==> src/hw/ipv4_pkg.sv <==
package ipv4_pkg;

  localparam int          IPV4_HDR_LEN   = 20;       // Header bytes, no options
  localparam logic [15:0] ETHERTYPE_IPV4 = 16'h0800;

  typedef logic [3:0][7:0] ipv4_t;
  typedef logic [5:0][7:0] mac_addr_t;

  localparam ipv4_t IPV4_BROADCAST = '1;

  // Header fields in wire order, first byte at the MSB
  typedef struct packed {
    logic [3:0]  ver;
    logic [3:0]  ihl;
    logic [7:0]  qos;
    logic [15:0] length;   // Total length incl. header
    logic [15:0] id;
    logic        rsv;      // Reserved flag, always 0
    logic        df;
    logic        mf;
    logic [12:0] fo;
    logic [7:0]  ttl;
    logic [7:0]  proto;
    logic [15:0] chsum;
    ipv4_t       src_ip;
    ipv4_t       dst_ip;
  } ipv4_hdr_t;

  // Same 160 bits seen as fields or as bytes, b[19] goes on the wire first
  typedef union packed {
    ipv4_hdr_t                    f;
    logic [IPV4_HDR_LEN-1:0][7:0] b;
  } ipv4_hdr_u;

  typedef struct packed {
    logic [7:0]  dat;
    logic        val;
    logic        sof;
    logic        eof;
    logic        err;
    logic [15:0] ethertype;
  } mac_rx_t;

  typedef struct packed {
    logic [7:0]  dat;
    logic        val;
    logic        sof;
    logic        eof;
    mac_addr_t   dst_mac;
    mac_addr_t   src_mac;
    logic [15:0] ethertype;
  } mac_tx_t;

  typedef struct packed {
    logic [7:0]  dat;
    logic        val;
    logic        sof;
    logic        eof;
    logic [15:0] payload_length;
    ipv4_hdr_t   hdr;
  } ipv4_rx_t;

  typedef struct packed {
    logic      rdy;
    logic      broadcast;
    ipv4_hdr_t hdr;        // chsum field is not used
  } tx_src_t;

  typedef struct packed {
    ipv4_t     ipv4_addr;
    mac_addr_t mac_addr;
  } dev_t;

  // Ones' complement add, carries above bit 15 are folded back lazily
  function automatic logic [18:0] chsum_add(input logic [18:0] acc, input logic [15:0] word);
    return {3'b000, acc[15:0]} + acc[18:16] + word;
  endfunction

  function automatic logic [15:0] chsum_fold(input logic [18:0] acc);
    logic [16:0] s;
    s = acc[15:0] + acc[18:16];
    return s[15:0] + s[16];
  endfunction

endpackage

==> src/hw/ipv4_rx_parser.sv <==
module ipv4_rx_parser
  import ipv4_pkg::*;
(
  input  logic     clk,
  input  logic     fsm_rst,
  input  mac_rx_t  rx,
  input  dev_t     dev,
  output ipv4_rx_t rx_out
);

  logic [15:0] byte_cnt;   // Index of the next byte in the frame
  logic [15:0] idx;        // Index of the byte on rx now
  logic        in_hdr;
  logic        accept;
  logic [7:0]  sum_hi;
  logic [18:0] sum;
  logic [18:0] sum_nxt;
  ipv4_hdr_u   hdr;
  ipv4_hdr_u   hdr_nxt;
  logic        hdr_last;
  logic        dst_match;
  logic        hdr_good;

  assign idx     = rx.sof ? 16'd0 : byte_cnt;
  assign hdr_nxt = {hdr.b[IPV4_HDR_LEN-2:0], rx.dat};
  assign sum_nxt = chsum_add(sum, {sum_hi, rx.dat});

  assign hdr_last  = rx.val && in_hdr && (idx == 16'(IPV4_HDR_LEN - 1));
  assign dst_match = (hdr_nxt.f.dst_ip == dev.ipv4_addr) ||
                     (hdr_nxt.f.dst_ip == IPV4_BROADCAST);
  // Whole header incl. chsum field must fold to all ones
  assign hdr_good  = (hdr_nxt.f.ihl == 4'd5) &&
                     (hdr_nxt.f.length > 16'(IPV4_HDR_LEN)) &&
                     (chsum_fold(sum_nxt) == 16'hffff) && dst_match;

  always_ff @(posedge clk) begin
    rx_out.dat <= rx.dat; // One cycle through
    if (rx.val) begin
      hdr <= hdr_nxt;
      if (rx.sof) begin
        sum <= '0;
      end else if (idx[0]) begin
        sum <= sum_nxt; // Odd byte closes a 16-bit word
      end
      if (!idx[0]) sum_hi <= rx.dat;
    end
    if (hdr_last && hdr_good) begin
      rx_out.hdr            <= hdr_nxt.f;
      rx_out.payload_length <= hdr_nxt.f.length - 16'(IPV4_HDR_LEN);
    end

    if (fsm_rst) begin
      byte_cnt   <= '0;
      in_hdr     <= 1'b0;
      accept     <= 1'b0;
      rx_out.val <= 1'b0;
      rx_out.sof <= 1'b0;
      rx_out.eof <= 1'b0;
    end else begin
      rx_out.val <= 1'b0;
      rx_out.sof <= 1'b0;
      rx_out.eof <= 1'b0;
      if (rx.val) byte_cnt <= idx + 16'd1;
      if (rx.err) begin
        in_hdr <= 1'b0; // Drop the rest, no eof
        accept <= 1'b0;
      end else if (rx.val) begin
        if (rx.sof) begin
          in_hdr <= (rx.ethertype == ETHERTYPE_IPV4);
          accept <= 1'b0;
        end else if (hdr_last) begin
          in_hdr <= 1'b0;
          accept <= hdr_good;
        end else if (accept) begin
          rx_out.val <= 1'b1;
          rx_out.sof <= (idx == 16'(IPV4_HDR_LEN));
          rx_out.eof <= (idx == rx_out.hdr.length - 16'd1);
          // Ethernet padding after the total length is not forwarded
          if (idx == rx_out.hdr.length - 16'd1) accept <= 1'b0;
        end
      end
    end
  end

endmodule

==> src/hw/ipv4_tx_arbiter.sv <==
module ipv4_tx_arbiter #(
  parameter int N_SRC = 3
) (
  input  logic             clk,
  input  logic             fsm_rst,
  input  logic [N_SRC-1:0] src_rdy,
  input  logic             done,
  output logic [N_SRC-1:0] grant,
  output logic             busy
);

  logic [N_SRC-1:0] pick;

  // Highest ready index wins
  always_comb begin
    pick = '0;
    for (int i = 0; i < N_SRC; i++) begin
      if (src_rdy[i]) begin
        pick    = '0;
        pick[i] = 1'b1;
      end
    end
  end

  always_ff @(posedge clk) begin
    if (fsm_rst) begin
      grant <= '0;
      busy  <= 1'b0;
    end else if (done) begin
      grant <= '0; // Packet sent or aborted
      busy  <= 1'b0;
    end else if (!busy && (|pick)) begin
      grant <= pick; // Locked until done
      busy  <= 1'b1;
    end
  end

endmodule

==> src/hw/ipv4_hdr_builder.sv <==
module ipv4_hdr_builder
  import ipv4_pkg::*;
#(
  parameter int N_SRC = 3
) (
  input  logic                clk,
  input  logic                fsm_rst,
  input  logic    [N_SRC-1:0] grant,
  input  tx_src_t [N_SRC-1:0] src,
  input  logic                arp_val,
  input  logic                arp_err,
  output ipv4_t               arp_req,
  output ipv4_hdr_u           hdr,
  output logic                broadcast,
  output logic                hdr_ok,
  output logic                abort
);

  localparam logic [1:0] S_IDLE = 2'd0;
  localparam logic [1:0] S_SUM  = 2'd1;
  localparam logic [1:0] S_ARP  = 2'd2;
  localparam logic [1:0] S_SENT = 2'd3;

  logic [1:0]  state;
  logic [3:0]  word_cnt;
  logic [15:0] word;
  logic [18:0] sum;
  logic [18:0] sum_nxt;
  logic        err_seen; // ARP may fail while summing
  tx_src_t     sel;

  always_comb begin
    sel = '0;
    for (int i = 0; i < N_SRC; i++) begin
      if (grant[i]) sel = src[i];
    end
  end

  // Word k is bytes 2k and 2k+1 of the header
  assign word    = {hdr.b[IPV4_HDR_LEN-1-2*word_cnt], hdr.b[IPV4_HDR_LEN-2-2*word_cnt]};
  assign sum_nxt = chsum_add(sum, word);
  assign arp_req = hdr.f.dst_ip;

  always_ff @(posedge clk) begin
    if (state == S_IDLE) begin
      hdr.f       <= sel.hdr;
      hdr.f.ver   <= 4'd4;
      hdr.f.ihl   <= 4'd5;
      hdr.f.rsv   <= 1'b0;
      hdr.f.chsum <= '0; // Summed as zero
      broadcast   <= sel.broadcast;
      sum         <= '0;
    end
    if (state == S_SUM) begin
      sum <= sum_nxt;
      if (word_cnt == 4'd9) hdr.f.chsum <= ~chsum_fold(sum_nxt);
    end
  end

  always_ff @(posedge clk) begin
    if (fsm_rst) begin
      state    <= S_IDLE;
      word_cnt <= '0;
      err_seen <= 1'b0;
      hdr_ok   <= 1'b0;
      abort    <= 1'b0;
    end else begin
      hdr_ok <= 1'b0;
      abort  <= 1'b0;
      case (state)
        S_IDLE: begin
          if (|grant) begin
            state    <= S_SUM;
            word_cnt <= '0;
            err_seen <= 1'b0;
          end
        end
        S_SUM: begin
          word_cnt <= word_cnt + 4'd1;
          if (arp_err) err_seen <= 1'b1;
          if (word_cnt == 4'd9) state <= S_ARP;
        end
        S_ARP: begin
          if (broadcast || arp_val) begin
            hdr_ok <= 1'b1;
            state  <= S_SENT;
          end else if (arp_err || err_seen) begin
            abort <= 1'b1;
            state <= S_SENT;
          end
        end
        default: begin
          if (!(|grant)) state <= S_IDLE; // Wait for done to clear grant
        end
      endcase
    end
  end

endmodule

==> src/hw/ipv4_tx_framer.sv <==
module ipv4_tx_framer
  import ipv4_pkg::*;
#(
  parameter int N_SRC = 3
) (
  input  logic                  clk,
  input  logic                  fsm_rst,
  input  ipv4_hdr_u             hdr,
  input  logic                  hdr_ok,
  input  logic                  broadcast,
  input  mac_addr_t             arp_mac,
  input  dev_t                  dev,
  input  logic [N_SRC-1:0]      grant,
  input  logic                  abort,
  input  logic [N_SRC-1:0][7:0] src_dat,
  input  logic [N_SRC-1:0]      src_val,
  input  logic [N_SRC-1:0]      src_eof,
  output logic [N_SRC-1:0]      src_req,
  output logic [N_SRC-1:0]      src_done,
  output logic                  done,
  output mac_tx_t               tx
);

  ipv4_hdr_u  sh;        // Header shift register
  logic [4:0] hdr_cnt;
  logic       hdr_phase;
  logic       pay_phase;
  logic [7:0] sel_dat;
  logic       sel_val;
  logic       sel_eof;
  logic [7:0] tx_dat;
  logic       tx_val;
  logic       tx_sof;
  logic       tx_eof;
  mac_addr_t  peer_mac;

  always_comb begin
    sel_dat = '0;
    sel_val = 1'b0;
    sel_eof = 1'b0;
    for (int i = 0; i < N_SRC; i++) begin
      if (grant[i]) begin
        sel_dat = src_dat[i];
        sel_val = src_val[i];
        sel_eof = src_eof[i];
      end
    end
  end

  assign tx = '{dat: tx_dat, val: tx_val, sof: tx_sof, eof: tx_eof,
                dst_mac: peer_mac, src_mac: dev.mac_addr, ethertype: ETHERTYPE_IPV4};

  always_ff @(posedge clk) begin
    if (hdr_ok) begin
      sh.b     <= {hdr.b[IPV4_HDR_LEN-2:0], 8'h00};
      tx_dat   <= hdr.b[IPV4_HDR_LEN-1];
      peer_mac <= broadcast ? '1 : arp_mac;
    end else if (hdr_phase) begin
      sh.b   <= {sh.b[IPV4_HDR_LEN-2:0], 8'h00};
      tx_dat <= sh.b[IPV4_HDR_LEN-1];
    end else begin
      tx_dat <= sel_dat; // Payload register stage
    end
  end

  always_ff @(posedge clk) begin
    if (fsm_rst) begin
      hdr_cnt   <= '0;
      hdr_phase <= 1'b0;
      pay_phase <= 1'b0;
      tx_val    <= 1'b0;
      tx_sof    <= 1'b0;
      tx_eof    <= 1'b0;
      src_req   <= '0;
      src_done  <= '0;
      done      <= 1'b0;
    end else begin
      tx_sof   <= 1'b0;
      tx_eof   <= 1'b0;
      done     <= tx_eof || abort;
      src_done <= (tx_eof || abort) ? grant : '0;
      if (hdr_ok) begin
        hdr_phase <= 1'b1;
        hdr_cnt   <= 5'd1;
        tx_val    <= 1'b1;
        tx_sof    <= 1'b1;
      end else if (hdr_phase) begin
        hdr_cnt <= hdr_cnt + 5'd1;
        // Request goes out with header byte 18, payload lands right after byte 19
        if (hdr_cnt == 5'(IPV4_HDR_LEN - 2)) src_req <= grant;
        if (hdr_cnt == 5'(IPV4_HDR_LEN - 1)) begin
          hdr_phase <= 1'b0;
          pay_phase <= 1'b1;
        end
      end else if (pay_phase) begin
        tx_val <= sel_val;
        tx_eof <= sel_val && sel_eof;
        if (sel_val && sel_eof) begin
          pay_phase <= 1'b0;
          src_req   <= '0;
        end
      end else begin
        tx_val <= 1'b0;
      end
    end
  end

endmodule

==> src/hw/ipv4_core.sv <==
module ipv4_core
  import ipv4_pkg::*;
#(
  parameter int N_SRC = 3
) (
  input  logic                  clk,
  input  logic                  fsm_rst,
  input  mac_rx_t               rx,
  output ipv4_rx_t              rx_out,
  input  tx_src_t [N_SRC-1:0]   src,
  input  logic [N_SRC-1:0][7:0] src_dat,
  input  logic [N_SRC-1:0]      src_val,
  input  logic [N_SRC-1:0]      src_eof,
  output logic [N_SRC-1:0]      src_req,
  output logic [N_SRC-1:0]      src_done,
  output mac_tx_t               tx,
  output ipv4_t                 arp_req,  // Lookup key to ARP table
  input  mac_addr_t             arp_mac,
  input  logic                  arp_val,
  input  logic                  arp_err,  // No entry or ARP timeout
  input  dev_t                  dev
);

  logic [N_SRC-1:0] src_rdy;
  logic [N_SRC-1:0] grant;
  logic             tx_done;
  logic             hdr_ok;
  logic             abort;
  logic             broadcast;
  ipv4_hdr_u        hdr;

  for (genvar i = 0; i < N_SRC; i++) begin : g_rdy
    assign src_rdy[i] = src[i].rdy;
  end

  ipv4_rx_parser u_rx_parser (
    .clk     (clk),
    .fsm_rst (fsm_rst),
    .rx      (rx),
    .dev     (dev),
    .rx_out  (rx_out)
  );

  ipv4_tx_arbiter #(.N_SRC(N_SRC)) u_tx_arbiter (
    .clk     (clk),
    .fsm_rst (fsm_rst),
    .src_rdy (src_rdy),
    .done    (tx_done),
    .grant   (grant),
    .busy    ()
  );

  ipv4_hdr_builder #(.N_SRC(N_SRC)) u_hdr_builder (
    .clk       (clk),
    .fsm_rst   (fsm_rst),
    .grant     (grant),
    .src       (src),
    .arp_val   (arp_val),
    .arp_err   (arp_err),
    .arp_req   (arp_req),
    .hdr       (hdr),
    .broadcast (broadcast),
    .hdr_ok    (hdr_ok),
    .abort     (abort)
  );

  ipv4_tx_framer #(.N_SRC(N_SRC)) u_tx_framer (
    .clk       (clk),
    .fsm_rst   (fsm_rst),
    .hdr       (hdr),
    .hdr_ok    (hdr_ok),
    .broadcast (broadcast),
    .arp_mac   (arp_mac),
    .dev       (dev),
    .grant     (grant),
    .abort     (abort),
    .src_dat   (src_dat),
    .src_val   (src_val),
    .src_eof   (src_eof),
    .src_req   (src_req),
    .src_done  (src_done),
    .done      (tx_done),
    .tx        (tx)
  );

endmodule

==> config.mk <==
export PLATFORM = sky130hd
export DESIGN_NAME = ipv4_core
export DESIGN_NICKNAME = d
export VERILOG_FILES = /design/src/hw/ipv4_pkg.sv /design/src/hw/ipv4_rx_parser.sv /design/src/hw/ipv4_tx_arbiter.sv /design/src/hw/ipv4_hdr_builder.sv /design/src/hw/ipv4_tx_framer.sv /design/src/hw/ipv4_core.sv
export SDC_FILE = /design/constraint.sdc
export NUM_CORES = 1
export LEC_CHECK = 0
export ABC_CLOCK_PERIOD_IN_PS = 32100
export BUFFER_PORTS_ARGS = -buffer_cell sky130_fd_sc_hd__buf_4
export CAP_MARGIN = 15
export CORE_AREA = 2 2 394 396
export CTS_CLUSTER_SIZE = 16
export DETAILED_ROUTE_END_ITERATION = 7
export DIE_AREA = 0 0 396 398
export GPL_ROUTABILITY_DRIVEN = 0
export PLACE_DENSITY = 0.41
export REMOVE_ABC_BUFFERS = 1
export SYNTH_ARGS = -nofsm -noshare
export SYNTH_HDL_FRONTEND = slang
export SYNTH_SLANG_ARGS = --single-unit
==> constraint.sdc <==
create_clock -name clk -period 32.1 [get_ports clk]
set_clock_uncertainty 0.05 [all_clocks]
set_input_delay 6.42 -clock clk [delete_from_list [all_inputs] [get_ports clk]]
set_output_delay 6.42 -clock clk [all_outputs]
set_load 0.05 [all_outputs]
* Word-level counts from Yosys, hierarchy flattened
Cells that the tools add are included.
** Storage, ports and cells
- Input bits :: 676
- Register bits after elaboration :: 793
- Output and inout bits :: 348
** Operators by class
- Equality and inequality tests :: 21
- Reduce and logical (&&, ||, !) cells :: 39
- Multiplexer cells :: 66
- Magnitude comparators :: 3
- Bitwise logic cells :: 8
- Add/subtract/negate cells :: 15
** Operator list (count)
- 2-to-1 mux 161 bit :: 3
- 2-to-1 mux 160 bit :: 2
- binary-select mux 8 bit (select 5 bit) :: 2
- 2-to-1 mux 80 bit :: 1
- adder 16 x 3 -> 17 bit :: 4
- less-than comparator 32 x 6 -> 1 bit, second input constant :: 2
- 2-to-1 mux 19 bit :: 3
- 2-to-1 mux 16 bit :: 3
- 2-to-1 mux 8 bit :: 6
- adder 16 x 1 -> 16 bit :: 2
- equality test 16 x 5 -> 1 bit, second input constant :: 2
- equality test 32 bit :: 1
- equality test 32 bit, second input constant :: 1
- 2-to-1 mux 1 bit :: 30
- adder 19 x 16 -> 19 bit :: 1
- adder 17 x 16 -> 18 bit :: 1
- 2-to-1 mux 3 bit :: 6
- adder 16 x 1 -> 16 bit, second input constant :: 1
- equality test 16 x 12 -> 1 bit, second input constant :: 1
- equality test 16 bit :: 1
- equality test 16 bit, second input constant :: 1
- greater-than comparator 16 x 5 -> 1 bit, second input constant :: 1
- NOT 16 bit :: 1
- subtractor 16 x 1 -> 16 bit, second input constant :: 1
- 31 further kinds :: 75

* Longest topological paths before layout
- Depth in word-level cells :: 9
- Mapped depth :: 38
- Gate-level depth less buffers :: 35

* Cells and area by module
Synthesis repeated with hierarchy kept, for this count alone.
** Second synthesis, totals
- Cells, all modules :: 2701
- Area, all modules :: 36268.5 µm²
** By module, submodules not included
- ipv4_rx_parser :: cells each 898, area an instance 14715.4 µm², times used 1
- ipv4_hdr_builder :: cells each 1152, area an instance 11554.8 µm², times used 1
- ipv4_tx_framer :: cells each 632, area an instance 9825.7 µm², times used 1
- ipv4_tx_arbiter :: cells each 19, area an instance 172.7 µm², times used 1

* Worst setup path before layout
No wires, ideal clock.
- Path kind :: input -> register
- Start point :: input port rx[21] in the netlist's numbering
- End point :: register, netlist name u_rx_parser.rx_out[0]
- Buffers on the path :: 0
- Cell stages on the path :: 28
- Setup time :: 921 ps
- Data arrival time :: 23782 ps
- Path slack :: 7347 ps
- Path through :: inv_1 -> fa_1 -> inv_1 -> ha_1 -> a21oi_1 -> o221ai_1 -> a21o_1 -> a21oi_1 -> o21ai_0 -> a21o_1 -> a21oi_1 -> xnor2_1 -> ha_1 -> inv_1 -> fa_1 -> or3_4 -> nor3_1 -> nand4_1 -> nor4b_1 -> ha_1 -> ha_1 -> xnor2_1 -> nor4b_1 -> nand4_1 -> a2111oi_0 -> o211ai_1 -> or4_4 -> nor3_1
** On the way
- Longest elaborated chain between the ends :: 7
** Ends and longest elaborated chain
- start, declared :: RTL line ipv4_core.sv:8 : input mac_rx_t rx,
- adder 17 x 16 -> 18 bit :: RTL line ipv4_pkg.sv:76 : return {3'b000, acc[15:0]} + acc[18:16] + word;
- via u_rx_parser.sum_nxt[16] :: RTL line ipv4_rx_parser.sv:17 : logic [18:0] sum_nxt;
- adder 16 x 3 -> 17 bit :: RTL line ipv4_pkg.sv:81 : s = acc[15:0] + acc[18:16];
- adder 16 x 1 -> 16 bit :: RTL line ipv4_pkg.sv:82 : return s[15:0] + s[16];
- equality test 16 bit :: RTL line ipv4_rx_parser.sv:34 : (chsum_fold(sum_nxt) == 16'hffff) && dst_match;
- logical AND 1 bit :: RTL line ipv4_rx_parser.sv:33 : (hdr_nxt.f.length > 16'(IPV4_HDR_LEN)) &&
- logical AND 1 bit :: RTL line ipv4_rx_parser.sv:34
- logical AND 1 bit :: RTL line ipv4_rx_parser.sv:47 : if (hdr_last && hdr_good) begin
The timed path passes the listed nets, and every way through them passes these cells.
A chain may end at the register's enable or synchronous reset.

* Worst setup path after layout
- Start point :: input port rx[21] in the netlist's numbering
- End point :: register, netlist name u_rx_parser.rx_out[7]
** On the way
- Longest elaborated chain between the ends :: 7
** Ends and longest elaborated chain (RTL line)
- adder 17 x 16 -> 18 bit :: ipv4_pkg.sv:76
- via u_rx_parser.sum_nxt[16] :: ipv4_rx_parser.sv:17
- adder 16 x 3 -> 17 bit :: ipv4_pkg.sv:81
- adder 16 x 1 -> 16 bit :: ipv4_pkg.sv:82
- equality test 16 bit :: ipv4_rx_parser.sv:34
- logical AND 1 bit :: ipv4_rx_parser.sv:33
- logical AND 1 bit :: ipv4_rx_parser.sv:34
- logical AND 1 bit :: ipv4_rx_parser.sv:47
The timed path passes the listed nets, and every way through them passes these cells.

==> flow_metrics.tcl <==
set metrics [dict create \
    cp_common_cell "ha_1" \
    irDropWorstVdd_v 0.00004147 \
    die_y_microns 398 \
    p_leak_nw 17.35 \
    ys_seq_area_share_pct 63.40 \
    die_w_microns 396 \
    drc 0 \
    p_per_area_nw_per_um2 68.85 \
    nets 4236 \
    fillers 15600 \
    viasPerCell 4.396 \
    postSynthCellCount 2743 \
    syn_area_sq_um 36060 \
    worstSetupPathType "in2reg" \
    synth-edff-count 706 \
    fmax_mhz 70.53 \
    worst_path_max_delay_cell "buf_12" \
    setup_viol 0 \
    synthMuxAreaShare_pct 6.902 \
    firstDrtPassIters 7 \
    cts_root_buf "clkbuf_16" \
    insertion_delay_ps 700 \
    synth-compound-area-share_pct 9.261 \
    wl_microns 125600 \
    finalCritPeriodShare_pct 44.17 \
    rr_worst_depth 30 \
    final_common_cell "buf_4" \
    synth_fa_ha_area_share_pct 2.818 \
    arrival_ps 14420 \
    clkSinkCount 789 \
    grt_pass1_wl_microns 175800 \
    ys_ff_latch 789 \
    required_ps 32340 \
    mostFrequentLayoutCells "buf_4 (864), edfxtp_1 (706), nand2_1 (211)" \
    tns_ps 0 \
    ys_top_cells_by_area "edfxtp_1 (59%), dfxtp_1 (4.6%), mux2_2 (4.5%), a22oi_1 (3.1%), o21ai_0 (2.7%)" \
    crit_start "rx[21]" \
    slowest_delay_ps 650 \
    initial_core_util_pct 23.52 \
    synth_cell_types 83 \
    rsz0062_at_grt "no" \
    antenna_found_initial 7 \
    timing.final.max_slew_violations 0 \
    cap_violations 0 \
    max_slew_margin_pct 26.35 \
    yosysWarnings 0 \
    yosys.area.top_type "edfxtp_1" \
    cts_setup_buffers 0 \
    yosys.area_share.simple_pct 9.976 \
    ctsHoldBuffers 0 \
    htree_levels 3 \
    async_reset_ff_share_pct 0 \
    hold_depth 0 \
    num_io_pins 1024 \
    crit_path_start_kind "input port" \
    endpoint_kind "flop" \
    fin_crit_ps 14180 \
    io_buffer_count 835 \
    cts_tree "built" \
    synth_flop_cell "edfxtp_1" \
    synth_top_family_by_area "simple AND/OR/NAND/NOR gates" \
    grt_overflow 0 \
    r2r-start "u_hdr_builder.word_cnt[0]" \
    hold_slack_ps 368.2 \
    grt_max_degree 175 \
    drtAntennaViolNets 0 \
    die_area_sq_um 157600 \
    path_max_fanout 174 \
    grt_usage_pct 15.31 \
    drive_gt1_share_pct 35.27 \
    clk_pin_slew_ps 60 \
    post_cts_resized 0 \
    hold_viol 0 \
    dpl.hpwl_microns 92460 \
    status "complete, no violations" \
    coreArea_sq_um 153300 \
    drt_iter0_markers 1457 \
    routedWlPerCell_microns 22.38 \
    rows 144 \
    grt_pass1_vias 24230 \
    yosys.area.top_type_share_pct 58.79 \
    worst_pin_slew_ps 1105 \
    synthXorXnorAreaFrac_pct 3.584 \
    area_delta_synth_final_pct 30.44 \
    cts_buffer_depth 3 \
    synth.avg_cell_area_sq_um 13.15 \
    worstHoldStart "u_rx_parser.hdr[148]" \
    hold_path_class "reg2reg" \
    routed-via-count 24660 \
    cts_buffers 95 \
]
## report_power, final
part / leakage [nW] / switching, mW / internal (mW)
logic: 8.39 / 0.493 / 0.292
registers: 7.49 / 0.0907 / 1.31
clock network: 1.47 / 0.455 / 0.601
total: 17.3 / 1.04 / 2.20
## per-stage QoR
stage	std cells	power, mW	area, sq um	setup slack [ps]	utilization, %
after floorplan	2520	1.906	34840	7347	-
after global placement	5430	2.215	43980	17040	28.68
after detailed placement	5430	2.214	43980	17170	28.68
after CTS	5608	3.295	47030	17870	30.67
after global routing	5608	3.416	47030	17110	30.67
final	5610	3.238	47040	17920	30.68
## cell usage after synthesis (all sizes together), types with 11 or more instances
cell and instances:
nor3 52, mux2 145, inv 47, nand3 63
edfxtp 706, a211oi 12, or3 12, nand4 25
nand2b 19, nor4 31, dfxtp 83, o21ai 199
a21oi 72, clkbuf 126, o21a 11, xnor2 74
mux2i 18, buf 111, or2 61, nand2 211
nor2b 27, ha 70, nor2 154, xor2 71
a21o 15, and2 19, mux4 30, a22oi 151
## final timing paths
| kind | endpoint | slack (ps) |
|---|---|---|
| worst max-delay path | u_rx_parser.rx_out[7] | 17920 |
| worst min-delay path | u_rx_parser.rx_out[156] | 370 |
| worst max register to register | u_hdr_builder.hdr[76] | 21680 |
| worst min register to register | u_rx_parser.rx_out[156] | 370 |
## layout make-up
type / instances / area (sq um) / share of cell area, %
Antenna cell: 2 / 5.005 / 0.01064
Clock buffer: 129 / 2545 / 5.411
Clock inverter: 49 / 508.0 / 1.080
Inverter: 49 / 183.9 / 0.3910
Multi-Input combinational cell: 1682 / 11840 / 25.17
Sequential cell: 789 / 22880 / 48.65
Tap cell: 2044 / 2557 / 5.437
Timing Repair Buffer: 866 / 6518 / 13.86
## routing by layer
metal | global-route usage [%] | up-vias | share of wire [%]
li1 | - | 11690 | -
met1 | 19.27 | 11860 | 43
met2 | 23.10 | 957 | 44
met3 | 7.532 | 146 | 11
met4 | 3.673 | 6 | 1.9
met5 | 3.178 | - | 0.56
## state kept, by name, indices dropped and copies added, names as in the netlist, 2 cells and up
| name | flops |
|---|---|
| u_tx_framer.hdr_cnt | 5 |
| u_rx_parser.hdr | 152 |
| u_rx_parser.rx_out | 185 |
| u_rx_parser.byte_cnt | 16 |
| u_tx_framer.sh | 152 |
| u_hdr_builder.sum | 18 |
| u_rx_parser.sum_hi | 8 |
| u_hdr_builder.state | 2 |
| u_hdr_builder.word_cnt | 4 |
| u_tx_framer.src_done | 3 |
| u_tx_framer.tx_dat | 8 |
| u_hdr_builder.hdr | 151 |
| u_tx_arbiter.grant | 3 |
| u_tx_framer.tx | 48 |
| u_rx_parser.sum | 18 |
| u_tx_framer.src_req | 3 |
## worst max-delay path, delay by kind of cell
family	cells	cell delay (ps)
and+or+nand+nor	8	2560
AOI/OAI and AO/OA	9	2150
adders and majority gates	6	1820
buffers and inverters	5	990
xor gates and xnor gates	2	270
## kinds of logic (layout without fill, tap and decap cells)
logic type	count (synthesis)	in the layout
compound gates	526	526
xor+xnor	146	146
fa+ha+maj	77	77
buf+inv	286	1093
flops	789	789
mux	193	193
other cells	2	18
simple gates	724	724
Note: power is estimated with default switching activity, not from simulation.
